<file path="src/logic/MipsIsaPkg.sv">
package MipsIsaPkg;

    localparam int InstrWidth     = 32;   // Every instruction is one word
    localparam int OpcodeMsb      = 31;   // Major opcode field, top six bits
    localparam int OpcodeLsb      = 26;
    localparam int FunctMsb       = 5;    // Function field sits in bits 5..0
    localparam int JumpIndexWidth = 26;   // Word index carried by j and jal

    // Major opcodes seen by the fetch front end
    typedef enum logic [5:0] {
        OpSpecial = 6'h00,                // R-type, look at funct
        OpJ       = 6'h02,
        OpJal     = 6'h03,
        OpBeq     = 6'h04,
        OpBne     = 6'h05,
        OpAddi    = 6'h08,
        OpLw      = 6'h23,
        OpSw      = 6'h2B
    } Opcode;

    // Function codes under OpSpecial
    typedef enum logic [5:0] {
        FnJr   = 6'h08,
        FnJalr = 6'h09,
        FnAdd  = 6'h20,
        FnSub  = 6'h22
    } Funct;

    // Coarse class attached to each fetched word
    typedef enum logic [2:0] {
        KindAlu      = 3'd0,              // add, sub, addi
        KindLoad     = 3'd1,
        KindStore    = 3'd2,
        KindBranch   = 3'd3,              // beq, bne, resolved later
        KindJump     = 3'd4,              // j, target known at fetch
        KindJumpLink = 3'd5,              // jal, target known at fetch
        KindJumpReg  = 3'd6,              // jr, jalr, redirected from outside
        KindUnknown  = 3'd7
    } InstrKind;

endpackage

</file>
<file path="src/logic/FetchPkg.sv">
package FetchPkg;

    localparam int AddrWidth      = 32;                        // Byte address width
    localparam int MemWords       = 512;                       // Instruction storage depth
    localparam int WordIndexWidth = 9;                         // Address bits 10..2
    localparam logic [AddrWidth-1:0] ResetVector = '0;         // First fetch address
    localparam int CreditCount    = 4;                         // Decoder buffer entries
    localparam int CreditWidth    = $clog2(CreditCount + 1);   // Holds 0..CreditCount

    // One fetched word on its way to decode
    typedef struct packed {
        logic [AddrWidth-1:0]             pc;
        logic [MipsIsaPkg::InstrWidth-1:0] instruction;
        MipsIsaPkg::InstrKind             kind;
    } FetchPacket;

    // Fetch redirect from execute (taken branch, jr, jalr)
    typedef struct packed {
        logic                 valid;
        logic [AddrWidth-1:0] target;
    } RedirectRequest;

    // Direct jump resolved by the predecoder
    typedef struct packed {
        logic                 valid;
        logic [AddrWidth-1:0] target;
    } JumpRedirect;

endpackage

</file>
<file path="src/logic/JumpPredecoder.sv">
`timescale 1ns/1ps

module JumpPredecoder (
    input  logic                              readValid,
    input  logic [FetchPkg::AddrWidth-1:0]    readPc,
    input  logic [MipsIsaPkg::InstrWidth-1:0] readData,
    output logic                              predecodedValid,
    output FetchPkg::FetchPacket              predecoded,
    output FetchPkg::JumpRedirect             jumpRedirect
);

    MipsIsaPkg::Opcode              opcode;
    MipsIsaPkg::Funct               funct;
    MipsIsaPkg::InstrKind           kind;
    logic [FetchPkg::AddrWidth-1:0] pcPlus4;   // Jump region comes from the next PC

    assign opcode  = MipsIsaPkg::Opcode'(readData[MipsIsaPkg::OpcodeMsb:MipsIsaPkg::OpcodeLsb]);
    assign funct   = MipsIsaPkg::Funct'(readData[MipsIsaPkg::FunctMsb:0]);
    assign pcPlus4 = readPc + FetchPkg::AddrWidth'(4);

    // Opcode and funct to instruction class
    always_comb begin
        case (opcode)
            MipsIsaPkg::OpSpecial: begin
                case (funct)
                    MipsIsaPkg::FnAdd,
                    MipsIsaPkg::FnSub:  kind = MipsIsaPkg::KindAlu;
                    MipsIsaPkg::FnJr,
                    MipsIsaPkg::FnJalr: kind = MipsIsaPkg::KindJumpReg;   // Target from a register
                    default:            kind = MipsIsaPkg::KindUnknown;
                endcase
            end
            MipsIsaPkg::OpAddi: kind = MipsIsaPkg::KindAlu;
            MipsIsaPkg::OpLw:   kind = MipsIsaPkg::KindLoad;
            MipsIsaPkg::OpSw:   kind = MipsIsaPkg::KindStore;
            MipsIsaPkg::OpBeq,
            MipsIsaPkg::OpBne:  kind = MipsIsaPkg::KindBranch;   // Condition unknown here
            MipsIsaPkg::OpJ:    kind = MipsIsaPkg::KindJump;
            MipsIsaPkg::OpJal:  kind = MipsIsaPkg::KindJumpLink;
            default:            kind = MipsIsaPkg::KindUnknown;
        endcase
    end

    // Direct jumps redirect fetch right away
    always_comb begin
        jumpRedirect.valid  = readValid &&
                              (kind == MipsIsaPkg::KindJump || kind == MipsIsaPkg::KindJumpLink);
        jumpRedirect.target = {pcPlus4[FetchPkg::AddrWidth-1:FetchPkg::AddrWidth-4],
                               readData[MipsIsaPkg::JumpIndexWidth-1:0],
                               2'b00};   // Word aligned
    end

    always_comb begin
        predecodedValid        = readValid;
        predecoded.pc          = readPc;
        predecoded.instruction = readData;
        predecoded.kind        = kind;
    end

endmodule

</file>
<file path="config.mk">
export PLATFORM = sky130hd
export DESIGN_NAME = JumpPredecoder
export DESIGN_NICKNAME = d
export VERILOG_FILES = /design/src/logic/MipsIsaPkg.sv /design/src/logic/FetchPkg.sv /design/src/logic/JumpPredecoder.sv
export SDC_FILE = /design/constraint.sdc
export NUM_CORES = 1
export LEC_CHECK = 0
export ABC_AREA = 0
export ABC_CLOCK_PERIOD_IN_PS = 1000
export BUFFER_PORTS_ARGS = -buffer_cell sky130_fd_sc_hd__buf_4
export CORE_MARGIN = 3
export CORE_UTILIZATION = 26
export DETAILED_ROUTE_END_ITERATION = 8
export GPL_TIMING_DRIVEN = 0
export PLACE_DENSITY_LB_ADDON = 0.25
export SLEW_MARGIN = 30
export SYNTH_ARGS = -nofsm -noshare
export SYNTH_HDL_FRONTEND = slang
export SYNTH_SLANG_ARGS = --single-unit
</file>
<file path="constraint.sdc">
create_clock -name vclk -period 1
set_clock_uncertainty 0.15 [all_clocks]
set_input_delay 0.05 -clock vclk [all_inputs]
set_output_delay 0.05 -clock vclk [all_outputs]
set_load 0.02 [all_outputs]
</file>
==> metrics.cfg <==
[logic_synthesis]
synthCells=137
syn_area_sq_um=998
synth_top_area_cell=buf_4
synth.top_cells.by_count=93 x buf_4, 8 x nand4_1, 5 x nand3_1
avgSynthCellArea_sq_um=7.29
yosysMostFrequentCell=buf_4
yosys_warnings=0
synth_area_leaders=buf_4 70%, nand4_1 5.0%, xnor2_1 3.5%, nand3_1 2.5%, a31oi_4 2.1%
yosysSeqAreaShare=0
yosysUniqueCellTypes=24
synth_top_cell_area_share=0.699

[critical_path]
required_ns=0.80
cp_data_arrival_time_ns=1.21
crit_fanout=5
crit_path_start=readData[28]
cp-end-kind=output port
worstSetupPathType=input pin to output port
cp-start-kind=input pin

[die]
start_util=0.284
ios=166
row_count=21
die-area_sq_um=4620
die_w_microns=68.0
die-height_microns=68.0
core_sq_um=3520

[layout]
drive_gt1_frac=0.880
instances_no_fill=329
layout-area-overhead-vs-synth_pct=125
nFlopsAndLatches=0
regArea_sq_um=0
nets=350
diodes=0
design_area_sq_um=2250
clkbuf_count=0
fillCellCount=324

[sta]
finalCritPeriodShare=1.41
rsz0062_at_grt=true
setup-violations-final=7
drv_slew=0
finalCriticalPeriod_ns=1.41
finalHoldViolations=0
fmax_mhz=710
layout_setup_ws_ns=-0.408

[drt]
via_count=1282
drtPass1Iterations=4
drtIter0Drc=10
routed_wirelength_microns=3670
avgViaCountPerCell=3.90
ant_nets=0
wl_per_cell_microns=11.1
drc=0

[hold_path]
hp-class=input pin to output port
min_from=readData[6]

[power_and_ir_drop]
p_switching_uw=502
p_int_uw=636
p_seq_frac=0
p_clk_frac=0
powerDensity_nw_per_um2=506
peakVddDrop_v=0.000255
swShare=0.441
p_leak_uw=0.00127
combPwrFrac=1.000

[cts]
cts_hold_buf=0

[grt]
gr-usage-all-layers=0.118
grt_pass1_vias=1089
grt_max_degree=8
gr-total-overflow=0
grt_pass1_wl_microns=4460
antenna_found_initial=0

[place]
dp_hpwl_microns=3420
placed_cells=326
place_area_sq_um=2160
io_buffer_count=142
place.gp.congestion=0.860

[run]
maxCapViolations=0

[run_status]
violations=setup timing
status=finished, violations left

power groups by stage:
stage,Clock [uW],Sequential (uW),Combinational (uW)
after floorplan,0,0,618
after global placement,0,0,1110
after detailed placement,0,0,1120
after CTS,0,0,1140
after global routing,0,0,1200
final,0,0,1140
routing by layer:
layer | part of all wire | GRT usage | up-vias
met5 | 0 | 0 | -
met4 | 0 | 0 | 0
met3 | 0.16 | 0.0361 | 0
met2 | 0.54 | 0.232 | 93
met1 | 0.30 | 0.128 | 532
li1 | - | - | 657
metrics by stage:
stage	setup TNS [ns]	hold WS, ns	setup WS (ns)	util	power, uW
after detailed placement	-3.12	0.148	-0.490	0.614	1120
after global placement	-3.10	0.148	-0.507	0.614	1110
after CTS	-2.46	0.148	-0.383	0.630	1140
after global routing	-2.85	0.151	-0.432	0.639	1200
after floorplan	-1.17	0.0492	-0.177	-	618
final	-2.40	0.147	-0.408	0.639	1140
final cells by class:
cell class                      count  area (sq um)  share of cell area
Buffer                             93           698               0.310
Inverter                            1          3.75             0.00167
Multi-Input combinational cell     44           372               0.165
Tap cell                           46          57.6              0.0256
Timing Repair Buffer              145          1120               0.497
path summary, 6_finish.rpt:
path             to  slack (ns)  cells after the start
max   predecoded[0]       -0.41                      5
min   predecoded[9]        0.15                      2
cell families (layout without fill, tap and decap cells):
family                    count (synthesis)  after routing  share of synthesized area
buffers and inverters                    94            239                      0.703
AOI/OAI and AO/OA                         7              7                     0.0639
other                                     1              2                    0.00376
xor gates and xnor gates                  4              4                     0.0351
and+or+nand+nor                          31             31                      0.194
cells in the final DEF, fill, tap and decap left out, types with 2 or more instances in the layout:
cell type and n:
nand3_1 5, nand4_1 8, nor2_1 2, buf_6 6, nand2_1 3, buf_4 231
and3_1 2, o31ai_1 2, conb_1 2, nand2b_1 2, xnor2_2 4
critical path, cell delays in order:
cell and delay [ns]:
buf_8 0.10, or4_4 0.54, a31oi_4 0.20, o311ai_2 0.14, buf_4 0.18
timing repair:
item                       in CTS  in global routing
resized for setup              10                  3
buffers inserted                1                  2
setup endpoints to repair       7                  8
pin swaps                       6                  3
gates cloned                    0                  0
Power figures use the tool's default switching activity.
