$ cat src/logic/MipsIsaPkg.sv
package MipsIsaPkg;

    localparam int InstrWidth     = 32;   // Every instruction is one word
    localparam int OpcodeMsb      = 31;   // Major opcode field, top six bits
    localparam int OpcodeLsb      = 26;
    localparam int FunctMsb       = 5;    // Function field sits in bits 5..0
    localparam int JumpIndexWidth = 26;   // Word index carried by j and jal

    // Major opcodes seen by the fetch front end
    typedef enum logic [5:0] {
        OpSpecial = 6'h00,                // R-type, look at funct
        OpJ       = 6'h02,
        OpJal     = 6'h03,
        OpBeq     = 6'h04,
        OpBne     = 6'h05,
        OpAddi    = 6'h08,
        OpLw      = 6'h23,
        OpSw      = 6'h2B
    } Opcode;

    // Function codes under OpSpecial
    typedef enum logic [5:0] {
        FnJr   = 6'h08,
        FnJalr = 6'h09,
        FnAdd  = 6'h20,
        FnSub  = 6'h22
    } Funct;

    // Coarse class attached to each fetched word
    typedef enum logic [2:0] {
        KindAlu      = 3'd0,              // add, sub, addi
        KindLoad     = 3'd1,
        KindStore    = 3'd2,
        KindBranch   = 3'd3,              // beq, bne, resolved later
        KindJump     = 3'd4,              // j, target known at fetch
        KindJumpLink = 3'd5,              // jal, target known at fetch
        KindJumpReg  = 3'd6,              // jr, jalr, redirected from outside
        KindUnknown  = 3'd7
    } InstrKind;

endpackage

$ cat src/logic/FetchPkg.sv
package FetchPkg;

    localparam int AddrWidth      = 32;                        // Byte address width
    localparam int MemWords       = 512;                       // Instruction storage depth
    localparam int WordIndexWidth = 9;                         // Address bits 10..2
    localparam logic [AddrWidth-1:0] ResetVector = '0;         // First fetch address
    localparam int CreditCount    = 4;                         // Decoder buffer entries
    localparam int CreditWidth    = $clog2(CreditCount + 1);   // Holds 0..CreditCount

    // One fetched word on its way to decode
    typedef struct packed {
        logic [AddrWidth-1:0]             pc;
        logic [MipsIsaPkg::InstrWidth-1:0] instruction;
        MipsIsaPkg::InstrKind             kind;
    } FetchPacket;

    // Fetch redirect from execute (taken branch, jr, jalr)
    typedef struct packed {
        logic                 valid;
        logic [AddrWidth-1:0] target;
    } RedirectRequest;

    // Direct jump resolved by the predecoder
    typedef struct packed {
        logic                 valid;
        logic [AddrWidth-1:0] target;
    } JumpRedirect;

endpackage

$ cat src/logic/ProgramCounter.sv
`timescale 1ns/1ps

module ProgramCounter (
    input  logic                           clk,
    input  logic                           reset,
    input  logic                           issueAllowed,   // Credit available this cycle
    input  FetchPkg::RedirectRequest       redirect,       // From execute stage
    input  FetchPkg::JumpRedirect          jumpRedirect,   // From predecoder
    output logic                           issueValid,
    output logic [FetchPkg::AddrWidth-1:0] issueAddr
);

    logic [FetchPkg::AddrWidth-1:0] fetchPc;   // Address of the next sequential fetch
    logic [FetchPkg::AddrWidth-1:0] nextPc;

    // Outside redirect beats a direct jump
    // A jump beats the sequential address
    always_comb begin
        if (redirect.valid) begin
            issueAddr = redirect.target;
        end else if (jumpRedirect.valid) begin
            issueAddr = jumpRedirect.target;   // Same cycle as the jump word returns
        end else begin
            issueAddr = fetchPc;
        end
    end

    assign issueValid = issueAllowed;   // Issue whenever a credit is free

    // Step past an issued word, otherwise keep the chosen address
    // so a redirect or jump seen under back-pressure is not lost
    always_comb begin
        if (issueValid) begin
            nextPc = issueAddr + FetchPkg::AddrWidth'(4);
        end else begin
            nextPc = issueAddr;
        end
    end

    always_ff @(posedge clk) begin
        if (reset) begin
            fetchPc <= FetchPkg::ResetVector;
        end else begin
            fetchPc <= nextPc;
        end
    end

endmodule

$ cat config.mk
export PLATFORM = sky130hd
export DESIGN_NAME = ProgramCounter
export DESIGN_NICKNAME = d
export VERILOG_FILES = /design/src/logic/MipsIsaPkg.sv /design/src/logic/FetchPkg.sv /design/src/logic/ProgramCounter.sv
export SDC_FILE = /design/constraint.sdc
export NUM_CORES = 1
export LEC_CHECK = 0
export BUFFER_PORTS_ARGS = -buffer_cell sky130_fd_sc_hd__buf_4
export CAP_MARGIN = 25
export CORE_ASPECT_RATIO = 0.75
export CORE_MARGIN = 1.5
export CORE_UTILIZATION = 30
export DETAILED_ROUTE_END_ITERATION = 8
export GPL_TIMING_DRIVEN = 1
export PLACE_DENSITY = 0.57
export SLEW_MARGIN = 10
export SYNTH_ARGS = -nofsm -noshare
export SYNTH_HDL_FRONTEND = slang
export SYNTH_SLANG_ARGS = --single-unit
$ cat constraint.sdc
create_clock -name clk -period 2.7 [get_ports clk]
set_input_delay 0.405 -clock clk [delete_from_list [all_inputs] [get_ports clk]]
set_output_delay 0.405 -clock clk [all_outputs]
set_load 0.01 [all_outputs]
==> run_results.csv <==
group,metric,value,unit
critical_path,series_of_cell_instances_along_the_critical_path,"buf_4 -> mux2_2 -> o211ai_1 -> nand4b_2 -> or4_4 -> or4_1 -> a21oi_1",
timing,final_min_period_over_clock_period,85.0,%
synth,syn-mean-instance-area,7.98,µm²
synth,synth-main-ff-cell,"dfxtp_1",
routing,routed-via-count,2457,
die,die_span_in_x,104,µm
routing,routed_wl,6970,µm
timing,post_route_skew,0.0119,ns
synth,synthesis_warnings,0,
grt,grt_usage,17.0,%
routing,avgViaCountPerCell,4.91,
die,dieArea,8230,µm²
synth,synth_top_area_share,27.8,%
grt,gr-total-overflow,0,
cts,worstSkewPairLatency,0.30,ns
timing,worst_slew_margin_rel,61.7,%
cts,hold_buffers,0,
place,globalplace.congestion,0.816,
cts,h-tree-depth,2,
cells_and_area,final-instance-count-excl-fill,500,
grt,first_global_vias,2334,
critical_path,register_to_register_setup_slack,0.43,ns
critical_path,timing.critical_path.to_type,"flip-flop",
cts,postCtsResizedCells,0,
grt,grt_start_max_net_pins,35,
die,num_rows,27,
hold_path,hp-start,"issueAllowed",
critical_path,critPathKind,"in -> reg",
cells_and_area,largest_registers,"fetchPc: 32 flops",
critical_path,crit_slowest_cell,"or4_4",
hold_path,hold_class,"in -> reg",
job,drv_cap,0,
hold_path,hold_end,"fetchPc[2]",
die,core,7400,µm²
synth,synth_seq_cells,32,
place,place.detailed.instances,492,
routing,routed_len_inst,13.9,µm
synth,mappedNetlistArea,2310,µm²
cts,post-cts-setup-buffers,0,
cts,clock_tree.root_cell,"clkbuf_8",
synth,syn_nets,359,
timing,rsz0062_at_grt,"no",
timing,final-hold-violation-count,0,
critical_path,max_stage_delay,0.62,ns
critical_path,worstReg2RegEnd,"fetchPc[30]",
routing,ant_nets,0,
cts,cts_tree,"done",
cells_and_area,postLayoutCellArea,3350,µm²
cells_and_area,finalNetCount,468,
synth,post-synth-top-area-cell,"dfxtp_1",
place,place_worst_setup_slack,0.118,ns
critical_path,crit-reg2reg-launch,"fetchPc[10]",
pwr,peakVddDrop,0.000214,V
synth,netlist_top_cells_count,"nand2_1 (46), mux2i_1 (34), dfxtp_1 (32)",
pwr,static-leakage-power,1.51,nW
routing,first_pass_drt_iterations,4,
synth,synth_cell_types,41,
place,port_buffers,101,
place,hpwl,5470,µm
timing,final_period_minus_worst_setup_slack,2.29,ns
die,floorplan.io_pins,102,
synth,synth_edf_count,0,
timing,drv_slew,0,
timing,setup_viol,0,
routing,initialDrtViolationCount,111,
timing,clock.fmax,0.436,GHz
timing,setup_tns,0,ns
critical_path,beginning_of_the_critical_path,"jumpRedirect[32]",
synth,syn_inst,289,
cts,clkSinkCount,32,
cts,cts_made_buffers,5,
pwr,power_density,427,nW/µm²
cells_and_area,areaGrowthSynthToFinish,45.0,%
outcome,outcome,"finished clean",
grt,grt_antenna_before_repair,0,
critical_path,worst-endpoint-required,2.92,ns
die,initial_utilization,31.2,%
cells_and_area,n_antenna_cell,0,
timing,final_critical_path_setup_slack,0.406,ns
grt,wire_length_of_the_first_global_routing_pass,11200,µm
timing,worst-slew-pin-transition,0.568,ns
synth,synth.top_cells.by_area,"dfxtp_1 (28%), mux2i_1 (15%), nand2_1 (7.5%)",
synth,yosysSeqAreaShare,27.8,%
cells_and_area,post_route_cells_drive_above_1_share,36.3,%
synth,synth_async_sr_flop_share,0,%
place,dpl-instance-area,3230,µm²
die,dieHeight,78.9,µm
critical_path,worstPathMaxFanout,13,
timing,worst_hold_slack,0.437,ns
critical_path,start_kind,"primary input",
critical_path,ff2ff_path_depth,6,
cells_and_area,register_name_with_the_most_flops,"fetchPc",
cells_and_area,number_of_flip_flops_in_the_largest_register,32,
routing,detail_route.drc_violations,0,
critical_path,worst_ep_arrival_time,2.52,ns
synth,synthMostInstantiatedCell,"nand2_1",
hold_path,hold-path-cell-count,3,
cts,cts_max_path_buffers,2,
cts,clock_pin_slew_on_the_worst_setup_and_hold_paths,0.07,ns
[kinds of logic after synthesis]
family | Yosys count | share of synthesized area [%]
and+or+nand+nor | 113 | 25.7
buffers and inverters | 31 | 8.03
muxes | 36 | 15.7
AOI/OAI and AO/OA | 64 | 17.7
DFF | 32 | 27.8
adders and majority gates | 1 | 0.542
xor gates and xnor gates | 12 | 4.56
[critical path: cells and delay by family]
| family | cells | cell delay [ns] |
|---|---|---|
| mux | 1 | 0.23 |
| compound gates | 2 | 0.33 |
| buf+inv | 1 | 0.13 |
| simple gates | 3 | 1.41 |
[metrics by stage]
stage / util, % / power, mW
after floorplan: - / 0.756
after global placement: 43.7 / 0.971
after detailed placement: 43.7 / 0.974
after CTS: 45.2 / 1.44
after global routing: 45.2 / 1.50
final: 45.2 / 1.43
[final cells by class]
type,count,area [µm²]
Fill cell,751,4050
Multi-Input combinational cell,226,1480
Timing Repair Buffer,123,948
Sequential cell,32,641
Tap cell,101,126
Clock buffer,5,68.8
Clock inverter,3,42.5
Inverter,10,37.5
[placed cells by master (no fill, tap or decap), types with 3 or more instances in the layout]
| master | netlist | routed |
|---|---|---|
| xor2_1 | 10 | 10 |
| o21a_1 | 9 | 9 |
| clkbuf_8 | 0 | 5 |
| o21ai_1 | 12 | 12 |
| mux2i_1 | 34 | 34 |
| nand3_1 | 8 | 8 |
| and4_1 | 3 | 3 |
| dfxtp_1 | 32 | 32 |
| nor2_1 | 14 | 14 |
| o21ai_2 | 6 | 6 |
| o31ai_1 | 7 | 7 |
| inv_1 | 9 | 9 |
| nand2_1 | 46 | 46 |
| o21ai_0 | 11 | 11 |
| nand4_1 | 9 | 9 |
| or4_1 | 8 | 8 |
| a21oi_1 | 15 | 15 |
| and2_1 | 4 | 4 |
| or3_1 | 8 | 8 |
| buf_4 | 4 | 121 |
[layer usage]
metal	vias up	GRT usage, %	wire (µm)
met5	-	0	0
met4	0	5.14	76
met3	7	3.69	446
met2	77	26.8	2920
met1	1125	23.3	3530
li1	1248	-	-
[power by group]
part | switching, mW | leakage [nW] | internal (mW)
clock | 0.193 | 0.0541 | 0.273
sequential | 0.0103 | 0.265 | 0.505
combinational | 0.218 | 1.19 | 0.229
total | 0.422 | 1.51 | 1.01
[worst max path at each step]
stage             endpoint  slack (ns)
2_1_floorplan  fetchPc[25]        0.25
3_3_place_gp   fetchPc[31]        0.15
3_5_place_dp   fetchPc[30]        0.12
4_1_cts        fetchPc[30]        0.41
5_1_grt        fetchPc[22]        0.26
6_report       fetchPc[30]        0.41
(Power assumes the default switching activity.)
