--- src/logic/MipsIsaPkg.sv ---
package MipsIsaPkg;

    localparam int InstrWidth     = 32;   // Every instruction is one word
    localparam int OpcodeMsb      = 31;   // Major opcode field, top six bits
    localparam int OpcodeLsb      = 26;
    localparam int FunctMsb       = 5;    // Function field sits in bits 5..0
    localparam int JumpIndexWidth = 26;   // Word index carried by j and jal

    // Major opcodes seen by the fetch front end
    typedef enum logic [5:0] {
        OpSpecial = 6'h00,                // R-type, look at funct
        OpJ       = 6'h02,
        OpJal     = 6'h03,
        OpBeq     = 6'h04,
        OpBne     = 6'h05,
        OpAddi    = 6'h08,
        OpLw      = 6'h23,
        OpSw      = 6'h2B
    } Opcode;

    // Function codes under OpSpecial
    typedef enum logic [5:0] {
        FnJr   = 6'h08,
        FnJalr = 6'h09,
        FnAdd  = 6'h20,
        FnSub  = 6'h22
    } Funct;

    // Coarse class attached to each fetched word
    typedef enum logic [2:0] {
        KindAlu      = 3'd0,              // add, sub, addi
        KindLoad     = 3'd1,
        KindStore    = 3'd2,
        KindBranch   = 3'd3,              // beq, bne, resolved later
        KindJump     = 3'd4,              // j, target known at fetch
        KindJumpLink = 3'd5,              // jal, target known at fetch
        KindJumpReg  = 3'd6,              // jr, jalr, redirected from outside
        KindUnknown  = 3'd7
    } InstrKind;

endpackage

--- src/logic/FetchPkg.sv ---
package FetchPkg;

    localparam int AddrWidth      = 32;                        // Byte address width
    localparam int MemWords       = 512;                       // Instruction storage depth
    localparam int WordIndexWidth = 9;                         // Address bits 10..2
    localparam logic [AddrWidth-1:0] ResetVector = '0;         // First fetch address
    localparam int CreditCount    = 4;                         // Decoder buffer entries
    localparam int CreditWidth    = $clog2(CreditCount + 1);   // Holds 0..CreditCount

    // One fetched word on its way to decode
    typedef struct packed {
        logic [AddrWidth-1:0]             pc;
        logic [MipsIsaPkg::InstrWidth-1:0] instruction;
        MipsIsaPkg::InstrKind             kind;
    } FetchPacket;

    // Fetch redirect from execute (taken branch, jr, jalr)
    typedef struct packed {
        logic                 valid;
        logic [AddrWidth-1:0] target;
    } RedirectRequest;

    // Direct jump resolved by the predecoder
    typedef struct packed {
        logic                 valid;
        logic [AddrWidth-1:0] target;
    } JumpRedirect;

endpackage

--- src/logic/DecodeLink.sv ---
`timescale 1ns/1ps

module DecodeLink (
    input  logic                     clk,
    input  logic                     reset,
    input  logic                     issueValid,        // Read issued this cycle
    input  logic                     predecodedValid,   // Read returned and not squashed
    input  FetchPkg::FetchPacket     predecoded,
    input  logic                     creditReturn,      // One buffer entry freed downstream
    input  FetchPkg::RedirectRequest redirect,
    output logic                     issueAllowed,
    output logic                     packetValid,
    output FetchPkg::FetchPacket     packet
);

    logic [FetchPkg::CreditWidth-1:0] credits;       // Free decoder entries
    logic [FetchPkg::CreditWidth-1:0] creditsNext;
    logic [1:0]                       inFlight;      // Reads between issue and return
    logic [1:0]                       inFlightNext;
    logic                             retire;        // An in-flight read leaves this cycle
    logic [FetchPkg::CreditWidth-1:0] pendingNext;   // Claims on credits next cycle

    // Read leaves by returning or by being squashed
    assign retire = predecodedValid || (redirect.valid && inFlight != 2'd0);

    always_comb begin
        inFlightNext = inFlight + 2'(issueValid) - 2'(retire);
        creditsNext  = credits + FetchPkg::CreditWidth'(creditReturn)
                               - FetchPkg::CreditWidth'(packetValid);   // Presented packet spends one
        pendingNext  = FetchPkg::CreditWidth'(inFlightNext)
                     + FetchPkg::CreditWidth'(predecodedValid);         // Packet register counts too
    end

    // Control state
    always_ff @(posedge clk) begin
        if (reset) begin
            credits      <= FetchPkg::CreditWidth'(FetchPkg::CreditCount);
            inFlight     <= 2'd0;
            issueAllowed <= 1'b0;
            packetValid  <= 1'b0;
        end else begin
            credits      <= creditsNext;
            inFlight     <= inFlightNext;
            issueAllowed <= creditsNext > pendingNext;   // A credit left after every claim
            packetValid  <= predecodedValid;
        end
    end

    // Packet register toward the decoder
    always_ff @(posedge clk) begin
        if (predecodedValid) begin
            packet <= predecoded;
        end
    end

endmodule

--- config.mk ---
export PLATFORM = sky130hd
export DESIGN_NAME = DecodeLink
export DESIGN_NICKNAME = d
export VERILOG_FILES = /design/src/logic/MipsIsaPkg.sv /design/src/logic/FetchPkg.sv /design/src/logic/DecodeLink.sv
export SDC_FILE = /design/constraint.sdc
export NUM_CORES = 1
export LEC_CHECK = 0
export BUFFER_PORTS_ARGS = -buffer_cell sky130_fd_sc_hd__buf_2
export CELL_PAD_IN_SITES_DETAIL_PLACEMENT = 0
export CELL_PAD_IN_SITES_GLOBAL_PLACEMENT = 1
export CORE_MARGIN = 1.5
export CORE_UTILIZATION = 33
export DETAILED_ROUTE_END_ITERATION = 10
export GPL_TIMING_DRIVEN = 0
export PLACE_DENSITY = 0.93
export SYNTH_ARGS = -nofsm -noshare
export SYNTH_HDL_FRONTEND = slang
export SYNTH_SLANG_ARGS = --single-unit
--- constraint.sdc ---
create_clock -name clk -period 5.4 [get_ports clk]
set_clock_uncertainty 0.15 [all_clocks]
set_input_delay 0.81 -clock clk [delete_from_list [all_inputs] [get_ports clk]]
set_output_delay 0.81 -clock clk [all_outputs]
set_load 0.01 [all_outputs]
==> out/results.txt, run 1 <==
Peak VDD IR: 0.000227 V
CTS Hold Bufs: 0
WS Path Type: in2reg
Pwr/cell area: 385 nW/um^2
Worst rel slew slack: 45.1%
Worst setup SP type: primary input
Row count: 31
Register area share after synthesis: 88.7%
1st-iter DRT viols: 34
Layout cells sized above 1: 58.8%
Total grt overflow: 0
Post-synth EDFFs: 67
# fillers: 609
Min cycle time layout: 3190 ps
Mean Syn Cell Area: 22.1 sq um
CTS tree: done
WHS: 451 ps
Most common cell in the netlist: edfxtp_1
Root buf cell: clkbuf_8
Post-CTS Setup Bufs: 0
NumNets Final: 377
Final period util: 59.0%
Top-area cell type share of the netlist area: 82.9%
Status: finished clean
RSZ-0062 raised after global routing: false
Worst Path Arrival: 3270 ps
PortBufs: 141
Hpwl dp: 3.42 mm
Post-DR vias/cell: 4.11
Clock Latency Late Sink: 340 ps
Worst Path Max Fanout: 70
Gp weighted congestion: 0.652
Top cells by area, synth: edfxtp_1, dfxtp_1, ha_1
Critical Path RT: 5480 ps
Setup violators final: 0
Core area: 7180 sq um
Max Clk Rate: 314 MHz
Critical path endpoint category: register
Syn Nets: 225
Static Leakage: 1.51 nW
Global-route wire length before repair: 6.35 mm
Clock buffer depth: 2
Reg clk slew, reported paths: 80 ps
Starting density of the core: 33.8%
Syn. warnings: 0
Post-synth cell types: 14
Die area: 7870 sq um
DRC errors left: 0
Chip Height: 88.7 microns
Vias in the first global route: 1383
Synth Cell Area: 2430 sq um
Cell count after synthesis: 110
Worst-margin pin slew: 824 ps
Initial antenna violation count: 1
Pins Over Slew Limit: 0
Most common library cells after synthesis: edfxtp_1, ha_1, inv_1
Final WS setup: 2210 ps
Synth-to-layout area growth: 42.1%
Place WS: 1360 ps
Yosys top cell by area: edfxtp_1
Max-cap viol count: 0
Total global-route track usage: 11.3%
CTS Buf Count: 9
DRT Pass-1 Iters: 4
Final WL: 4.54 mm
Antenna-violating nets left: 0
Setup TNS: 0 ps
Clock sinks: 74
WL/cell: 12.4 microns
Worst Hold Class: reg2reg
Routed via count: 1508
Final hold viol count: 0
IO Pins: 174
Seq cells post-synth: 74
Synth async-reset ratio: 0%
Post_cts resized: 0
Top FF cell, synth: edfxtp_1
Die X: 88.7 microns
Largest net degree at the start of global routing: 71
H-tree levels: 3
[critical path, stage by stage]
cell,delay (ps)
buf_4,630
nand2b_1,200
ha_1,220
inv_1,50
ha_1,230
ha_1,190
ha_1,270
inv_1,30
ha_1,280
nor2b_1,130
nor3_1,130
nor3_1,70
[cells by family after synthesis]
family | share of synthesized area [%]
flip-flops | 88.7
AND/OR/NAND/NOR | 2.58
adder cells (fa/ha/maj) | 5.47
buffers and inverters | 1.39
XOR/XNOR | 1.44
AO/OA/AOI/OAI | 0.413
[state kept, by name (all words and copies together), names as in the netlist]
register	cells
credits	3
inFlight	2
issueAllowed	1
packet	67
packetValid	1
[per-layer routing]
| metal | track usage (%) | routed length, microns |
|---|---|---|
| met1 | 11.6 | 1650 |
| met2 | 18.2 | 2250 |
| met3 | 6.90 | 570 |
| met4 | 5.40 | 69 |
| met5 | 0 | 0 |
[where the power goes]
group | internal (mW) | total [mW] | switching (mW)
combinational | 0.117 | 0.239 | 0.122
sequential | 0.685 | 0.700 | 0.0154
clock | 0.174 | 0.387 | 0.213
total | 0.976 | 1.33 | 0.350
[worst paths after layout]
check,to,slack [ps],start,cells after the start
setup / recovery,issueAllowed,2210,predecodedValid,12
hold / removal,credits[2],450,credits[2],2
setup reg to reg,issueAllowed,2890,inFlight[1],13
hold reg to reg,credits[2],450,credits[2],2
[cell usage in the layout (no fill, tap or decap)]
cell / n
clkinv_4: 4
ha_1: 9
inv_1: 9
inv_8: 1
buf_4: 1
dfxtp_1: 7
xor2_1: 1
or2_1: 1
inv_6: 1
xnor2_1: 3
nor2b_1: 5
nor2_1: 1
nor3_1: 2
clkinvlp_4: 1
buf_2: 140
clkbuf_8: 9
o21ai_0: 2
nand3_1: 1
fa_1: 1
diode_2: 1
edfxtp_1: 67
nand2b_1: 1
[stage by stage]
step / cells / utilization (%) / cell area (sq um) / power [mW]
floorplan: 110 / - / 2430 / 0.855
global placement: 350 / 45.4 / 3260 / 0.945
detailed placement: 350 / 45.4 / 3260 / 0.957
CTS: 366 / 48.0 / 3440 / 1.35
global route: 366 / 48.0 / 3440 / 1.40
finish: 367 / 48.0 / 3450 / 1.33
[layout make-up]
type | count | area [sq um] | share of cell area, %
flip-flops and latches | 74 | 2150 | 62.4
well taps | 99 | 124 | 3.59
clock inverters | 7 | 62.6 | 1.81
clock buffers | 9 | 124 | 3.59
inverters | 9 | 33.8 | 0.980
diodes | 1 | 2.50 | 0.0726
repair buffers | 141 | 708 | 20.5
multi-input cells | 27 | 240 | 6.97
Note: power is estimated with default switching activity, not from simulation.
==> inputs of run 2 (changes only) <==
--- a/config.mk
+++ b/config.mk
@@ -9,10 +9,10 @@
 export CELL_PAD_IN_SITES_DETAIL_PLACEMENT = 0
 export CELL_PAD_IN_SITES_GLOBAL_PLACEMENT = 1
 export CORE_MARGIN = 1.5
-export CORE_UTILIZATION = 33
+export CORE_UTILIZATION = 28
 export DETAILED_ROUTE_END_ITERATION = 10
 export GPL_TIMING_DRIVEN = 0
-export PLACE_DENSITY = 0.93
+export PLACE_DENSITY = 0.85
 export SYNTH_ARGS = -nofsm -noshare
 export SYNTH_HDL_FRONTEND = slang
 export SYNTH_SLANG_ARGS = --single-unit
==> constraint.sdc (replaced) <==
create_clock -name clk -period 2.8 [get_ports clk]
set_clock_uncertainty 0.15 [all_clocks]
set_input_delay 0.42 -clock clk [delete_from_list [all_inputs] [get_ports clk]]
set_output_delay 0.42 -clock clk [all_outputs]
set_load 0.01 [all_outputs]
==> out/results.txt, run 2 (synthesis results as in run 1) <==
Status: finished clean
Routed via count: 1479 (-1.9%)
Die area: 9230 sq um (+17%)
Worst r2r src: inFlight[1]
Total global-route track usage: 10.6% (-0.68 points)
CP endpoint: issueAllowed
Fin cells: 372 (+1.4%)
Gp weighted congestion: 0.640 (-1.7%)
Vias in the first global route: 1365 (-1.3%)
Pwr/cell area: 816 nW/um^2 (+110%)
Static Leakage: 1.55 nW (+2.7%)
DRC errors left: 0 (unchanged)
Placed insts: 356 (+1.7%)
R2r endpoint: issueAllowed
H-tree levels: 3 (unchanged)
Worst Hold Class: in2reg
Chip Height: 96.1 microns (+8.3%)
Worst-margin pin slew: 545 ps (-279 ps)
Largest net degree at the start of global routing: 71 (unchanged)
Root buf cell: clkbuf_8
Clock Latency Late Sink: 330 ps (about the same)
1st-iter DRT viols: 31 (-8.8%)
Worst rel slew slack: 63.7% (+19 points)
Clock buffer depth: 2 (unchanged)
Starting density of the core: 29.2% (-4.6 points)
Synth-to-layout area growth: 45.7%
Final hold viol count: 0 (unchanged)
DRT Pass-1 Iters: 4 (unchanged)
IO Pins: 174 (unchanged)
CTS Buf Count: 9 (unchanged)
Regs by FF count: packet: 67 flops, credits: 3 flops, inFlight: 2 flops
Final WL: 5.26 mm (+16%)
Commonest non-fill, non-tap cell in the layout: buf_2
NumNets Final: 377 (unchanged)
R2r worst-path depth: 12 (-1)
Post-CTS Setup Bufs: 0 (unchanged)
CTS Hold Bufs: 0 (unchanged)
Worst Path Arrival: 2700 ps (-570 ps)
Setup TNS: 0 ps (unchanged)
Worst setup SP type: primary input
Most frequent cells in the layout: buf_2, edfxtp_1, clkbuf_8
Max-cap viol count: 0 (unchanged)
Min cycle time layout: 2620 ps
Most flop-heavy register: packet
Hpwl dp: 3.79 mm (+11%)
Post-DR vias/cell: 3.98 (-3.2%)
CTS tree: done
Global-route wire length before repair: 6.75 mm (+6.3%)
Layout cells sized above 1: 58.6% (-0.15 points)
Core area: 8300 sq um (+16%)
Critical Path Source: predecodedValid
RSZ-0062 raised after global routing: false
WL/cell: 14.1 microns (+14%)
Clock sinks: 74 (unchanged)
Initial antenna violation count: 2 (+1)
WS Path Type: in2reg
Reg clk slew, reported paths: 80 ps (about the same)
Max FFs per register: 67 (unchanged)
Peak VDD IR: 0.000474 V (+110%)
Setup violators final: 0 (unchanged)
Finished Core Util: 42.6% (-5.4 points)
Max Clk Rate: 382 MHz
Critical Path RT: 2880 ps (-2600 ps)
Worst Path Max Fanout: 70 (unchanged)
Row count: 33 (+6.5%)
Critical path endpoint category: register
R2R Setup Slk: 320 ps (-2570 ps)
Final period util: 93.4%
Antenna-violating nets left: 0 (unchanged)
Die X: 96.1 microns (+8.3%)
Pins Over Slew Limit: 0 (unchanged)
PortBufs: 141 (unchanged)
Total grt overflow: 0 (unchanged)
-- run 2: repair_timing --
item,in CTS,in global routing
gates cloned,0,0
gates resized for setup,2,1
setup endpoints to repair,1,1
-- run 2: routing by layer --
metal	track usage, %	vias to the layer above	wire length [microns]
met3	5.69	10	696
met2	17.5	89	2520
met4	5.88	2	96
met5	0	-	12
met1	10.6	662	1940
li1	-	716	-
-- run 2: final cells by class --
type                    count  area (sq um)
clock inverters             6           138
well taps                 105           131
multi-input cells          27           240
fillers                   787          4760
repair buffers            141           714
diodes                      1          2.50
inverters                   9          33.8
clock buffers               9           124
flip-flops and latches     74          2150
-- run 2: report_power, final --
part | internal (mW) | switching (mW) | total (mW)
combinational | 0.223 | 0.231 | 0.454
clock | 0.684 | 0.395 | 1.08
sequential | 1.32 | 0.0321 | 1.35
-- run 2: worst min path at each step --
stage | start | to | slack (ps) | cells after the start
6_report | predecoded[7] | packet[7] | 100 | 1
5_1_grt | predecoded[48] | packet[48] | 70 | 1
4_1_cts | predecoded[7] | packet[7] | 80 | 1
3_5_place_dp | credits[2] | credits[2] | 420 | 2
3_3_place_gp | credits[2] | credits[2] | 420 | 2
2_1_floorplan | reset | credits[0] | 340 | 1
-- run 2: critical path, stage by stage --
cell	delay, ps
clkbuf_8	320
nand2b_1	250
ha_1	270
inv_1	40
ha_1	280
ha_1	190
ha_1	260
inv_1	40
ha_1	270
nor2b_1	130
nor3_1	130
nor3_1	70
-- run 2: metrics by stage --
stage                     hold slack, ps  total power, mW  setup slack (ps)  area [sq um]
after CTS                           79.4             2.93               178          3530
after global routing                70.8             3.05              3.75          3530
after global placement               418             1.82              -794          3260
after floorplan                      337             1.65               385          2430
after detailed placement             423             1.84              -898          3260
final                               98.5             2.89               185          3540
